### config.mk
export PLATFORM = sky130hd
export DESIGN_NAME = rib_top
export DESIGN_NICKNAME = d
export VERILOG_FILES = /design/src/logic/rib_cfg_pkg.sv /design/src/logic/rib_bus_pkg.sv /design/src/logic/rib_arbiter.sv /design/src/logic/rib_req_router.sv /design/src/logic/rib_rsp_router.sv /design/src/logic/rib_top.sv
export SDC_FILE = /design/constraint.sdc
export NUM_CORES = 1
export LEC_CHECK = 0
export BUFFER_PORTS_ARGS = -buffer_cell sky130_fd_sc_hd__buf_2
export CORE_AREA = 2 2 383 385
export DETAILED_ROUTE_END_ITERATION = 8
export DIE_AREA = 0 0 385 387
export PLACE_DENSITY = 0.3
export SLEW_MARGIN = 40
export SYNTH_ARGS = -nofsm -noshare
export SYNTH_HDL_FRONTEND = slang
export SYNTH_SLANG_ARGS = --single-unit
### constraint.sdc
create_clock -name vclk -period 2.85
set_input_delay 0.4275 -clock vclk [all_inputs]
set_output_delay 0.4275 -clock vclk [all_outputs]
set_load 0.02 [all_outputs]
### src/logic/rib_cfg_pkg.sv
`default_nettype none

package rib_cfg_pkg;

    // bus widths
    localparam int RIB_ADDR_W = 32;         // byte address
    localparam int RIB_DATA_W = 32;         // one word per access

    // crossbar size
    localparam int RIB_N_MASTERS = 4;       // core fetch, core lsu, dma, debug
    localparam int RIB_N_SLAVES  = 6;       // regions 0 to 5 are mapped

    // The region field sits in the top address bits and picks a slave.
    // With 4 bits there is room for 16 regions, only the first six are used.
    localparam int RIB_REGION_W   = 4;
    localparam int RIB_REGION_LSB = RIB_ADDR_W - RIB_REGION_W;  // bit 28

    // index of a mapped slave
    localparam int RIB_SLAVE_IDX_W = 3;     // enough for six slaves

    // grant width
    localparam int RIB_MASTER_W = $clog2(RIB_N_MASTERS);

endpackage

`default_nettype wire

### src/logic/rib_bus_pkg.sv
`default_nettype none

package rib_bus_pkg;

    import rib_cfg_pkg::*;

    // one request as driven by a master, or as seen by a slave
    typedef struct packed {
        logic                  req;         // access request
        logic                  we;          // 1 write, 0 read
        logic [RIB_ADDR_W-1:0] addr;        // slave sees region bits cleared
        logic [RIB_DATA_W-1:0] wdata;       // write data
    } rib_req_t;

    // one response as driven by a slave, or as seen by a master
    typedef struct packed {
        logic                  ack;         // access complete
        logic [RIB_DATA_W-1:0] rdata;       // valid with ack on a read
    } rib_rsp_t;

    // idle values on the bus
    localparam rib_req_t RIB_REQ_IDLE = '0;
    localparam rib_rsp_t RIB_RSP_IDLE = '0;

    // Masters on the crossbar. MASTER_1 owns the bus by default, the
    // others win in the order 3, 0, 2 and stall the pipeline while they do.
    typedef enum logic [RIB_MASTER_W-1:0] {
        MASTER_0 = 2'd0,
        MASTER_1 = 2'd1,                    // default owner
        MASTER_2 = 2'd2,
        MASTER_3 = 2'd3                     // highest priority
    } rib_master_e;

endpackage

`default_nettype wire

### src/logic/rib_arbiter.sv
`default_nettype none
`timescale 1ns/1ns

module rib_arbiter (
    input  wire logic                                  arst_n_i,
    input  wire logic [rib_cfg_pkg::RIB_N_MASTERS-1:0] req_i,
    output rib_bus_pkg::rib_master_e                   grant_o,
    output logic                                       hold_o
);

    import rib_cfg_pkg::*;

    logic [RIB_N_MASTERS-1:0] req_act;      // requests seen outside reset

    // nothing competes for the bus while reset is low
    assign req_act = arst_n_i ? req_i : '0;

    // Fixed priority, highest first: master 3, master 0, master 2.
    // Master 1 keeps the bus whenever none of them asks.
    always_comb begin
        if (req_act[rib_bus_pkg::MASTER_3]) begin
            grant_o = rib_bus_pkg::MASTER_3;
        end else if (req_act[rib_bus_pkg::MASTER_0]) begin
            grant_o = rib_bus_pkg::MASTER_0;
        end else if (req_act[rib_bus_pkg::MASTER_2]) begin
            grant_o = rib_bus_pkg::MASTER_2;
        end else begin
            grant_o = rib_bus_pkg::MASTER_1;   // default owner
        end
    end

    // stall the pipeline while another master holds the bus
    assign hold_o = (grant_o != rib_bus_pkg::MASTER_1);

endmodule

`default_nettype wire

### src/logic/rib_req_router.sv
`default_nettype none
`timescale 1ns/1ns

module rib_req_router (
    input  wire logic                         arst_n_i,
    input  wire rib_bus_pkg::rib_master_e     grant_i,
    input  wire rib_bus_pkg::rib_req_t [rib_cfg_pkg::RIB_N_MASTERS-1:0] m_req_i,
    output rib_bus_pkg::rib_req_t [rib_cfg_pkg::RIB_N_SLAVES-1:0]       s_req_o,
    output logic [rib_cfg_pkg::RIB_SLAVE_IDX_W-1:0]                     slave_idx_o,
    output logic                                                        hit_o
);

    import rib_cfg_pkg::*;
    import rib_bus_pkg::*;

    rib_req_t                win_req;       // request of the granted master
    rib_req_t                fwd_req;       // same request as the slave sees it
    logic [RIB_REGION_W-1:0] region;        // top address bits

    // request mux
    assign win_req = m_req_i[grant_i];

    // region decoded once for both directions
    assign region = win_req.addr[RIB_ADDR_W-1:RIB_REGION_LSB];

    // regions 6 to 15 reach no slave
    assign hit_o = arst_n_i && (region < RIB_REGION_W'(RIB_N_SLAVES));

    assign slave_idx_o = region[RIB_SLAVE_IDX_W-1:0];

    // slaves see an offset within their own region
    always_comb begin
        fwd_req = win_req;
        fwd_req.addr[RIB_ADDR_W-1:RIB_REGION_LSB] = '0;
    end

    // Only the decoded slave gets the request. The forwarded req bit is
    // the master's own, so the default owner that is not asking shows
    // address and data to its slave with req low.
    always_comb begin
        for (int s = 0; s < RIB_N_SLAVES; s++) begin
            if (hit_o && (slave_idx_o == RIB_SLAVE_IDX_W'(s))) begin
                s_req_o[s] = fwd_req;
            end else begin
                s_req_o[s] = RIB_REQ_IDLE;      // idle slave
            end
        end
    end

endmodule

`default_nettype wire

### src/logic/rib_rsp_router.sv
`default_nettype none
`timescale 1ns/1ns

module rib_rsp_router (
    input  wire rib_bus_pkg::rib_master_e                              grant_i,
    input  wire logic [rib_cfg_pkg::RIB_SLAVE_IDX_W-1:0]               slave_idx_i,
    input  wire logic                                                  hit_i,
    input  wire rib_bus_pkg::rib_rsp_t [rib_cfg_pkg::RIB_N_SLAVES-1:0] s_rsp_i,
    output rib_bus_pkg::rib_rsp_t [rib_cfg_pkg::RIB_N_MASTERS-1:0]     m_rsp_o
);

    import rib_cfg_pkg::*;
    import rib_bus_pkg::*;

    rib_rsp_t sel_rsp;                      // response of the addressed slave

    // Pick the addressed slave. A miss leaves the response idle, and
    // so does reset, since the request router holds hit low then.
    always_comb begin
        sel_rsp = RIB_RSP_IDLE;
        for (int s = 0; s < RIB_N_SLAVES; s++) begin
            if (hit_i && (slave_idx_i == RIB_SLAVE_IDX_W'(s))) begin
                sel_rsp = s_rsp_i[s];
            end
        end
    end

    // back to the granted master only
    always_comb begin
        for (int m = 0; m < RIB_N_MASTERS; m++) begin
            if (grant_i == rib_master_e'(m)) begin
                m_rsp_o[m] = sel_rsp;
            end else begin
                m_rsp_o[m] = RIB_RSP_IDLE;      // losers see no ack, zero data
            end
        end
    end

endmodule

`default_nettype wire

### src/logic/rib_top.sv
`default_nettype none
`timescale 1ns/1ns

module rib_top (
    input  wire logic                                                  arst_n_i,

    // masters
    input  wire rib_bus_pkg::rib_req_t [rib_cfg_pkg::RIB_N_MASTERS-1:0] m_req_i,
    output rib_bus_pkg::rib_rsp_t [rib_cfg_pkg::RIB_N_MASTERS-1:0]      m_rsp_o,

    // slaves
    output rib_bus_pkg::rib_req_t [rib_cfg_pkg::RIB_N_SLAVES-1:0]       s_req_o,
    input  wire rib_bus_pkg::rib_rsp_t [rib_cfg_pkg::RIB_N_SLAVES-1:0]  s_rsp_i,

    // pipeline stall
    output logic                                                       hold_o
);

    import rib_cfg_pkg::*;
    import rib_bus_pkg::*;

    logic [RIB_N_MASTERS-1:0]   m_req_bits;     // req bit of each master
    rib_master_e                grant;          // current bus owner
    logic [RIB_SLAVE_IDX_W-1:0] slave_idx;      // decoded slave
    logic                       slave_hit;      // region is mapped

    // the arbiter only needs the req bits
    for (genvar m = 0; m < RIB_N_MASTERS; m++) begin : g_req_bits
        assign m_req_bits[m] = m_req_i[m].req;
    end

    rib_arbiter i_arbiter (
        .arst_n_i (arst_n_i),
        .req_i    (m_req_bits),
        .grant_o  (grant),
        .hold_o   (hold_o)
    );

    // master to slave
    rib_req_router i_req_router (
        .arst_n_i    (arst_n_i),
        .grant_i     (grant),
        .m_req_i     (m_req_i),
        .s_req_o     (s_req_o),
        .slave_idx_o (slave_idx),
        .hit_o       (slave_hit)
    );

    // slave to master, reuses the decode above
    rib_rsp_router i_rsp_router (
        .grant_i     (grant),
        .slave_idx_i (slave_idx),
        .hit_i       (slave_hit),
        .s_rsp_i     (s_rsp_i),
        .m_rsp_o     (m_rsp_o)
    );

endmodule

`default_nettype wire

Word-level counts from Yosys, hierarchy flattened
Index checks and enable logic that the tools add are counted.
Widths: inputs -> output; s select.
{"block": "classes", "n_lt_le_gt_ge": 2, "n_eq_ne": 9, "n_mux": 22, "reduce_logical": 9}
{"cell": "$mux 66", "count": 7}
{"cell": "$mux 33", "count": 10}
{"cell": "$bmux 66 s2", "count": 1}
{"cell": "$logic_and 1x1->1", "count": 7}
{"cell": "$eq 3x2->1 const B", "count": 2}
{"cell": "$eq 3x3->1 const B", "count": 2}
{"cell": "$mux 2", "count": 3}
{"cell": "$eq 2x2->1 const B", "count": 2}
{"cell": "$lt 4x3->1 const B", "count": 1}
{"cell": "$mux 4", "count": 1}
{"cell": "$eq 3x1->1 const B", "count": 1}
{"cell": "$logic_not 3->1", "count": 1}
{"cell": "$lt 2x3->1 const B", "count": 1}
{"cell": "$eq 2x1->1 const B", "count": 1}
{"cell": "$logic_not 2->1", "count": 1}
{"cell": "$ne 2x1->1 const B", "count": 1}
{"block": "word_totals", "ff_bits": 0, "input_bits": 463, "wordCells": 42}

Longest topological paths before layout
Gate-level depths: netlist (run 1).
{"block": "depth", "word_depth": 16, "ltp_mapped": 10, "ltp_nobuf": 6}

Hierarchy
From an unflattened synthesis (run 1), not the netlist that was laid out.
{"block": "hier_totals", "cells_unflattened": 1085, "area_unflattened_um2": 7523.5}
{"module": "rib_req_router", "n_inst": 1, "cells_per_inst": 672, "area_each_um2": 4586.9}
{"module": "rib_rsp_router", "n_inst": 1, "cells_per_inst": 408, "area_each_um2": 2902.8}
{"module": "rib_arbiter", "n_inst": 1, "cells_per_inst": 5, "area_each_um2": 33.8}

Worst setup path before layout (run 1)
Ideal clock, no wire load.
{"block": "synth_timing", "kind": "input to output", "start": "input m_req_i[197] (netlist name)", "end": "output m_rsp_o[117] (netlist name)", "arrival_ps": 2412, "slack_ps": 11, "stages": 7, "path_cell_list": "buf_2 > nor2b_1 > a211oi_2 > o311ai_4 > buf_1 > o221ai_2 > a21oi_1"}
{"item": "from (decl)", "line": "rib_top.sv:8", "rtl": "input wire rib_bus_pkg::rib_req_t [rib_cfg_pkg::RIB_N_MASTERS-1:0] m_req_i,"}
{"item": "to (decl)", "line": "rib_top.sv:9", "rtl": "output rib_bus_pkg::rib_rsp_t [rib_cfg_pkg::RIB_N_MASTERS-1:0] m_rsp_o,"}

==> results of run 1 <==
## Yosys cell counts, drive strengths merged
master / n / share of area [%]
conb: 1 / 0.054
nor2: 376 / 21
nor4bb: 1 / 0.14
o22a: 1 / 0.13
o221ai: 79 / 12
and2: 3 / 0.27
inv: 2 / 0.11
nand3: 63 / 4.5
o21ai: 49 / 3.6
a21oi: 146 / 11
and4bb: 1 / 0.23
mux2: 19 / 3.1
a22oi: 2 / 0.36
o311ai: 1 / 0.38
buf: 88 / 8.0
o311a: 19 / 2.7
nand2: 168 / 9.1
o31ai: 1 / 0.31
a21o: 32 / 3.5
nand4bb: 1 / 0.16
a32oi: 33 / 6.3
a22o: 2 / 0.25
nor2b: 5 / 0.45
nand4: 1 / 0.090
or2: 1 / 0.090
clkbuf: 79 / 4.3
o21a: 3 / 0.43
nor3: 49 / 3.7
or3: 14 / 1.3
and3b: 1 / 0.18
a21boi: 2 / 0.22
o2111ai: 15 / 2.9
a211oi: 2 / 0.47
## kinds of logic after synthesis
group,Yosys count,share of synthesized area [%]
simple gates,684,40.80
compound gates,387,43.67
buf+inv,169,12.39
mux,19,3.083
other cells,1,0.05404
## per-stage QoR
stage                     setup slack, ns  instances  total power, uW  TNS, ns
after floorplan                   0.01077       1283             1235        0
after global placement            -0.7351       4293             3181  -127.74
after detailed placement          -0.7438       4293             3171  -121.77
after CTS                         -0.1188       4358             3784   -20.08
after global routing              -0.2353       4395             4299   -54.49
final                             -0.1370       4403             4090   -19.44
## critical path: stages
cell	delay, ns
buf_12	0.11
buf_8	0.12
and2_4	0.15
o21a_4	0.29
a211oi_4	0.33
buf_12	0.19
buf_6	0.11
buf_6	0.10
nand2_8	0.13
buf_16	0.21
nor2_1	0.14
buf_4	0.16
## layout make-up
type	instances	area, um2	share of cell area (%)
diodes	10	25.02	0.1155
inverters	2	12.51	0.05777
multi-input cells	1115	8424	38.90
well taps	1917	2399	11.08
repair buffers	1359	10800	49.85
## metal layers
metal  routed length, um  vias up  track usage, %
li1                    -     6940               -
met1               42980     7461           15.40
met2               57020      767           24.76
met3                7421      109           2.596
met4                2430       14           2.223
met5                 138        -               0
## worst max-delay path by stage
stage | slack [ns] | endpoint | cells after the start
floorplan | 0.01 | m_rsp_o[117] | 7
global placement | -0.74 | m_rsp_o[100] | 11
detailed placement | -0.74 | m_rsp_o[100] | 11
CTS | -0.12 | s_req_o[2] | 12
global route | -0.24 | s_req_o[155] | 12
finish | -0.14 | s_req_o[170] | 12
## layout by cell type (no fill, tap or decap), types with 5 or more instances in the layout
cell	count
buf_2	722
o21ai_2	14
buf_4	351
o221ai_2	25
a21oi_2	70
nor2_4	64
nand3_2	6
nor3_1	41
a21oi_1	65
clkbuf_16	12
mux2_2	11
a21o_4	9
o311a_4	6
o2111ai_4	11
o221ai_1	34
nor3_2	6
a21o_1	21
o311a_1	13
diode_2	10
buf_6	151
o221ai_4	20
buf_8	14
buf_16	14
mux2_4	8
a32oi_2	24
buf_12	91
or3_4	11
o21ai_0	10
conb_1	24
a32oi_4	8
nand2_1	156
a21oi_4	11
nor2_2	25
o21ai_1	21
nor2_1	286
nand2_2	5
nand3_1	56
## repair_timing
| item | CTS | global route |
|---|---|---|
| endpoints found under the setup margin | 504 | 503 |
| buffers inserted | 54 | 22 |
| pin swaps | 102 | 63 |
| resized for setup | 567 | 342 |
| hold endpoints to repair | 0 | 0 |
| gates cloned | 16 | 18 |
## power by group through the flow
stage	clock network, uW	logic [uW]	registers [uW]
after floorplan	0	1230	0
after global placement	0	3180	0
after detailed placement	0	3170	0
after CTS	0	3780	0
after global routing	0.0000941	4300	0
final	0.000363	4090	0
==> out/results.ini, run 1 <==
[route]
detail_route.iter0.violations = 837
vias = 15290
final_wirelength_mm = 110.0
avgViaCountPerCell = 3.473
drc_errors = 0
routedWlPerCell_um = 24.98
route.antenna.remaining_nets = 0
detailedRoute.firstPassIterationCount = 5

[placed_design]
gpl.final_weighted_congestion = 0.8359
placement.cell_area_um2 = 16580
io_buffer_count = 968
dp.final_hpwl_mm = 89.22

[logic_synthesis]
post_synth_inst_count = 1260
postSynthAreaPerCell_um2 = 5.507
post_synthesis_cell_area_um2 = 6939
yosys_warnings = 0
synth_cell_type_count = 48
synth_sequential_area_ratio_pct = 0

[job]
max_cap_viol_count = 0

[pwr]
vdd_ir_drop_max_mv = 0.07423
seqPwrFrac_pct = 0
power_leakage_uw = 0.009828
swShare_pct = 57.95
netsw_uw = 2370
internal_power_uw = 1720
combPwrFrac_pct = 100.0
pwr_density_cell_nw_per_um2 = 188.8
clock_power_share_pct = 0

[hold_path]
worst_hold_path.endpoint = m_rsp_o[24]
hold_start = s_rsp_i[156]
min_path_type = in -> out
timing.hold.worst_path_depth = 5

[setup_path]
timing.critical_path.arrival_ns = 2.56
critPathRequiredTime_ns = 2.42
cp_launch_type = primary input
critical_path.endpoint_type = primary output
worstSetupStartpoint = m_req_i[263]
timing_worst_setup_path_type = in -> out
path_max_fanout = 23

[global_route]
largest_net_degree_at_the_start_of_global_routing = 46
globalRoute.totalOverflow = 0
grt_antenna_before_repair = 34
vias_in_the_first_global_route = 14880
grt_use_total_pct = 13.19
grt_first_pass_wirelength_mm = 135.5

[floorplan]
die_x_um = 385
floorplan.core_area_um2 = 144900
initial_core_util_pct = 4.790
dieHeight_um = 387
std_cell_rows = 140
io-pin-count = 992
die_area_um2 = 149000

[run_status]
violations = setup timing
outcome = finished, violations left

[sta]
hold_viol_final = 0
finalWorstPathRequiredPeriod_ns = 2.987
hold_slack_ns = 1.349
worst_pin_slew_ns = 0.7465
report.final.slew_viol_count = 0
finalSetupViolations = 378
relSlewSlack_pct = 50.23
final_critical_path_setup_slack_ns = -0.1370
fmax_ghz = 0.3348
final_min_period_over_clock_period_pct = 104.8
grt_setup_unrepaired = true

[finish]
n_clock_buffer = 0
design.final.nets = 2941
post_route_cells_drive_above_1_share_pct = 70.11
finalInstanceArea_um2 = 21660
regArea_um2 = 0
area_delta_synth_final_pct = 212.1
finish.utilization_pct = 14.95
num-fill-cells = 16840
numSequentialCells = 0

[clock_network]
holdBufCountCts = 0

No activity file was read; power rests on OpenSTA's default activity.
==> run 2: changes to the inputs <==
Settings changed: RECOVER_POWER set to 50.
==> run 2 against run 1 <==
Effect of this change:
- hold slack did not move
- total power barely moved
- utilization barely moved
- maximum frequency fell by 0.67%
- clock-buffer cell count did not move
- largest cell class unchanged
- final area barely moved
- largest power group unchanged
- combinational power barely moved
- wire length did not move
- critical path type unchanged
- die area did not move
- via count barely moved
- the run still ends with setup timing left
- non-clock buffer count did not move
==> out/results.ini, run 2 (synthesis gave the netlist of run 1 again) <==
[run_status]
outcome = finished, violations left
violations = setup timing

[route]
avgViaCountPerCell = 3.470  ; about the same
detail_route.iter0.violations = 837  ; unchanged
route.antenna.remaining_nets = 0  ; unchanged
drc_errors = 0  ; unchanged
vias = 15280  ; -0.085%
detailedRoute.firstPassIterationCount = 5  ; unchanged
routedWlPerCell_um = 24.98  ; unchanged
final_wirelength_mm = 110.0  ; unchanged

[floorplan]
io-pin-count = 992  ; unchanged
std_cell_rows = 140  ; unchanged
initial_core_util_pct = 4.790  ; unchanged
die_area_um2 = 149000  ; unchanged
die_x_um = 385  ; unchanged
dieHeight_um = 387  ; unchanged
floorplan.core_area_um2 = 144900  ; unchanged

[hold_path]
worst_hold_path.endpoint = m_rsp_o[24]
timing.hold.worst_path_depth = 5  ; unchanged
hold_start = s_rsp_i[156]
min_path_type = in -> out

[global_route]
grt_antenna_before_repair = 34  ; unchanged
largest_net_degree_at_the_start_of_global_routing = 46  ; unchanged
globalRoute.totalOverflow = 0  ; unchanged
grt.busiest_layer = met2
vias_in_the_first_global_route = 14880  ; unchanged
grt_first_pass_wirelength_mm = 135.5  ; unchanged
met2_usage_pct = 24.76  ; unchanged
global_route.usage.met3_pct = 2.596  ; unchanged
grt.met1_usage_pct = 15.40  ; unchanged
grt_use_total_pct = 13.19  ; unchanged

[finish]
area_delta_synth_final_pct = 212.0  ; about the same
post_route_cells_drive_above_1_share_pct = 70.11  ; unchanged
fin_cells = 4403  ; unchanged
n_clock_buffer = 0  ; unchanged
finish.utilization_pct = 14.94  ; about the same
numSequentialCells = 0  ; unchanged
most-common-layout-cells = buf_2, buf_4, nor2_1, nand2_1, buf_6
mostFrequentLayoutCell = buf_2
num-fill-cells = 16840  ; +0.012%
design.final.nets = 2941  ; unchanged
regArea_um2 = 0  ; unchanged
finalInstanceArea_um2 = 21650  ; about the same

[pwr]
power_uw = 4088  ; about the same
power_leakage_uw = 0.009823  ; about the same
pwr_density_cell_nw_per_um2 = 188.8  ; about the same
vdd_ir_drop_max_mv = 0.07422  ; about the same

[sta]
finalWorstPathRequiredPeriod_ns = 3.007  ; +0.02021 ns
finalSetupViolations = 420  ; +11%
hold_viol_final = 0  ; unchanged
worst_pin_slew_ns = 0.7465  ; unchanged
report.final.slew_viol_count = 0  ; unchanged
relSlewSlack_pct = 50.23  ; unchanged
fmax_ghz = 0.3325  ; -0.67%
final_critical_path_setup_slack_ns = -0.1573  ; -0.02021 ns
grt_setup_unrepaired = true
final_min_period_over_clock_period_pct = 105.5  ; +0.71 points

[placed_design]
placed_cells = 4293  ; unchanged
io_buffer_count = 968  ; unchanged
dp.final_hpwl_mm = 89.22  ; unchanged
gpl.final_weighted_congestion = 0.8359  ; unchanged
placement.cell_area_um2 = 16580  ; unchanged

[job]
max_cap_viol_count = 0  ; unchanged

[setup_path]
timing_worst_setup_path_type = in -> out
critical_path.endpoint_type = primary output
path_max_fanout = 19  ; -17%
critPathRequiredTime_ns = 2.42  ; about the same
timing.critical_path.arrival_ns = 2.58  ; +0.02 ns
cp_launch_type = primary input

[clock_network]
holdBufCountCts = 0  ; unchanged

[run 2: cell count changes in the layout (fill, tap and decap cells not counted)]
cell	change
inv_4	+1
a21boi_4	-1
inv_6	-1
a21boi_2	+1
[run 2: report_power, final]
| part | switching, uW | total (uW) | internal (uW) |
|---|---|---|---|
| Sequential | 0 | 0 | 0 |
| Clock | 0 | 0.000304 | 0.000304 |
| Combinational | 2370 | 4090 | 1720 |
| Total | 2370 | 4090 | 1720 |
[run 2: metrics by stage]
stage / hold WS [ns] / setup TNS [ns] / worst slack, ns
2_1_floorplan: 1.078 / 0 / 0.01077
3_3_place_gp: 1.347 / -127.74 / -0.7351
3_5_place_dp: 1.334 / -121.77 / -0.7438
4_1_cts: 1.381 / -20.08 / -0.1188
5_1_grt: 1.370 / -60.73 / -0.2353
6_report: 1.349 / -26.90 / -0.1573
[run 2: worst max-delay path: stages]
cell       delay [ns]
buf_12           0.11
buf_4            0.16
nand4bb_4        0.22
a21boi_2         0.24
or2_4            0.23
buf_8            0.27
a32oi_2          0.17
o221ai_2         0.28
buf_4            0.19
a21oi_2          0.05
buf_4            0.16
[run 2: timing repair]
item | 4_1_cts | 5_1_grt
setup endpoints to repair | 504 | 503
cloned | 16 | 18
pin swaps | 102 | 63
buffers inserted | 54 | 22
gates resized for setup | 567 | 342
[run 2: layout make-up]
cell class	count	area, um2	share of cell area, %
Timing Repair Buffer	1359	10800	49.88
Multi-Input combinational cell	1115	8417	38.88
Tap cell	1917	2399	11.08
Antenna cell	10	25.02	0.1156
Inverter	2	10.01	0.04624
[run 2: worst max path at each step]
stage	startpoint	to	cells past startpoint
3_3_place_gp	m_req_i[263]	m_rsp_o[100]	11
4_1_cts	m_req_i[65]	s_req_o[2]	12
6_report	m_req_i[65]	m_rsp_o[96]	11
3_5_place_dp	m_req_i[263]	m_rsp_o[100]	11
5_1_grt	m_req_i[263]	s_req_o[155]	12
2_1_floorplan	m_req_i[197]	m_rsp_o[117]	7
[run 2: layer usage]
metal,up-vias,routed length [um]
met3,109,7407
met5,-,138
met2,763,57030
met1,7450,42980
li1,6942,-
met4,14,2433
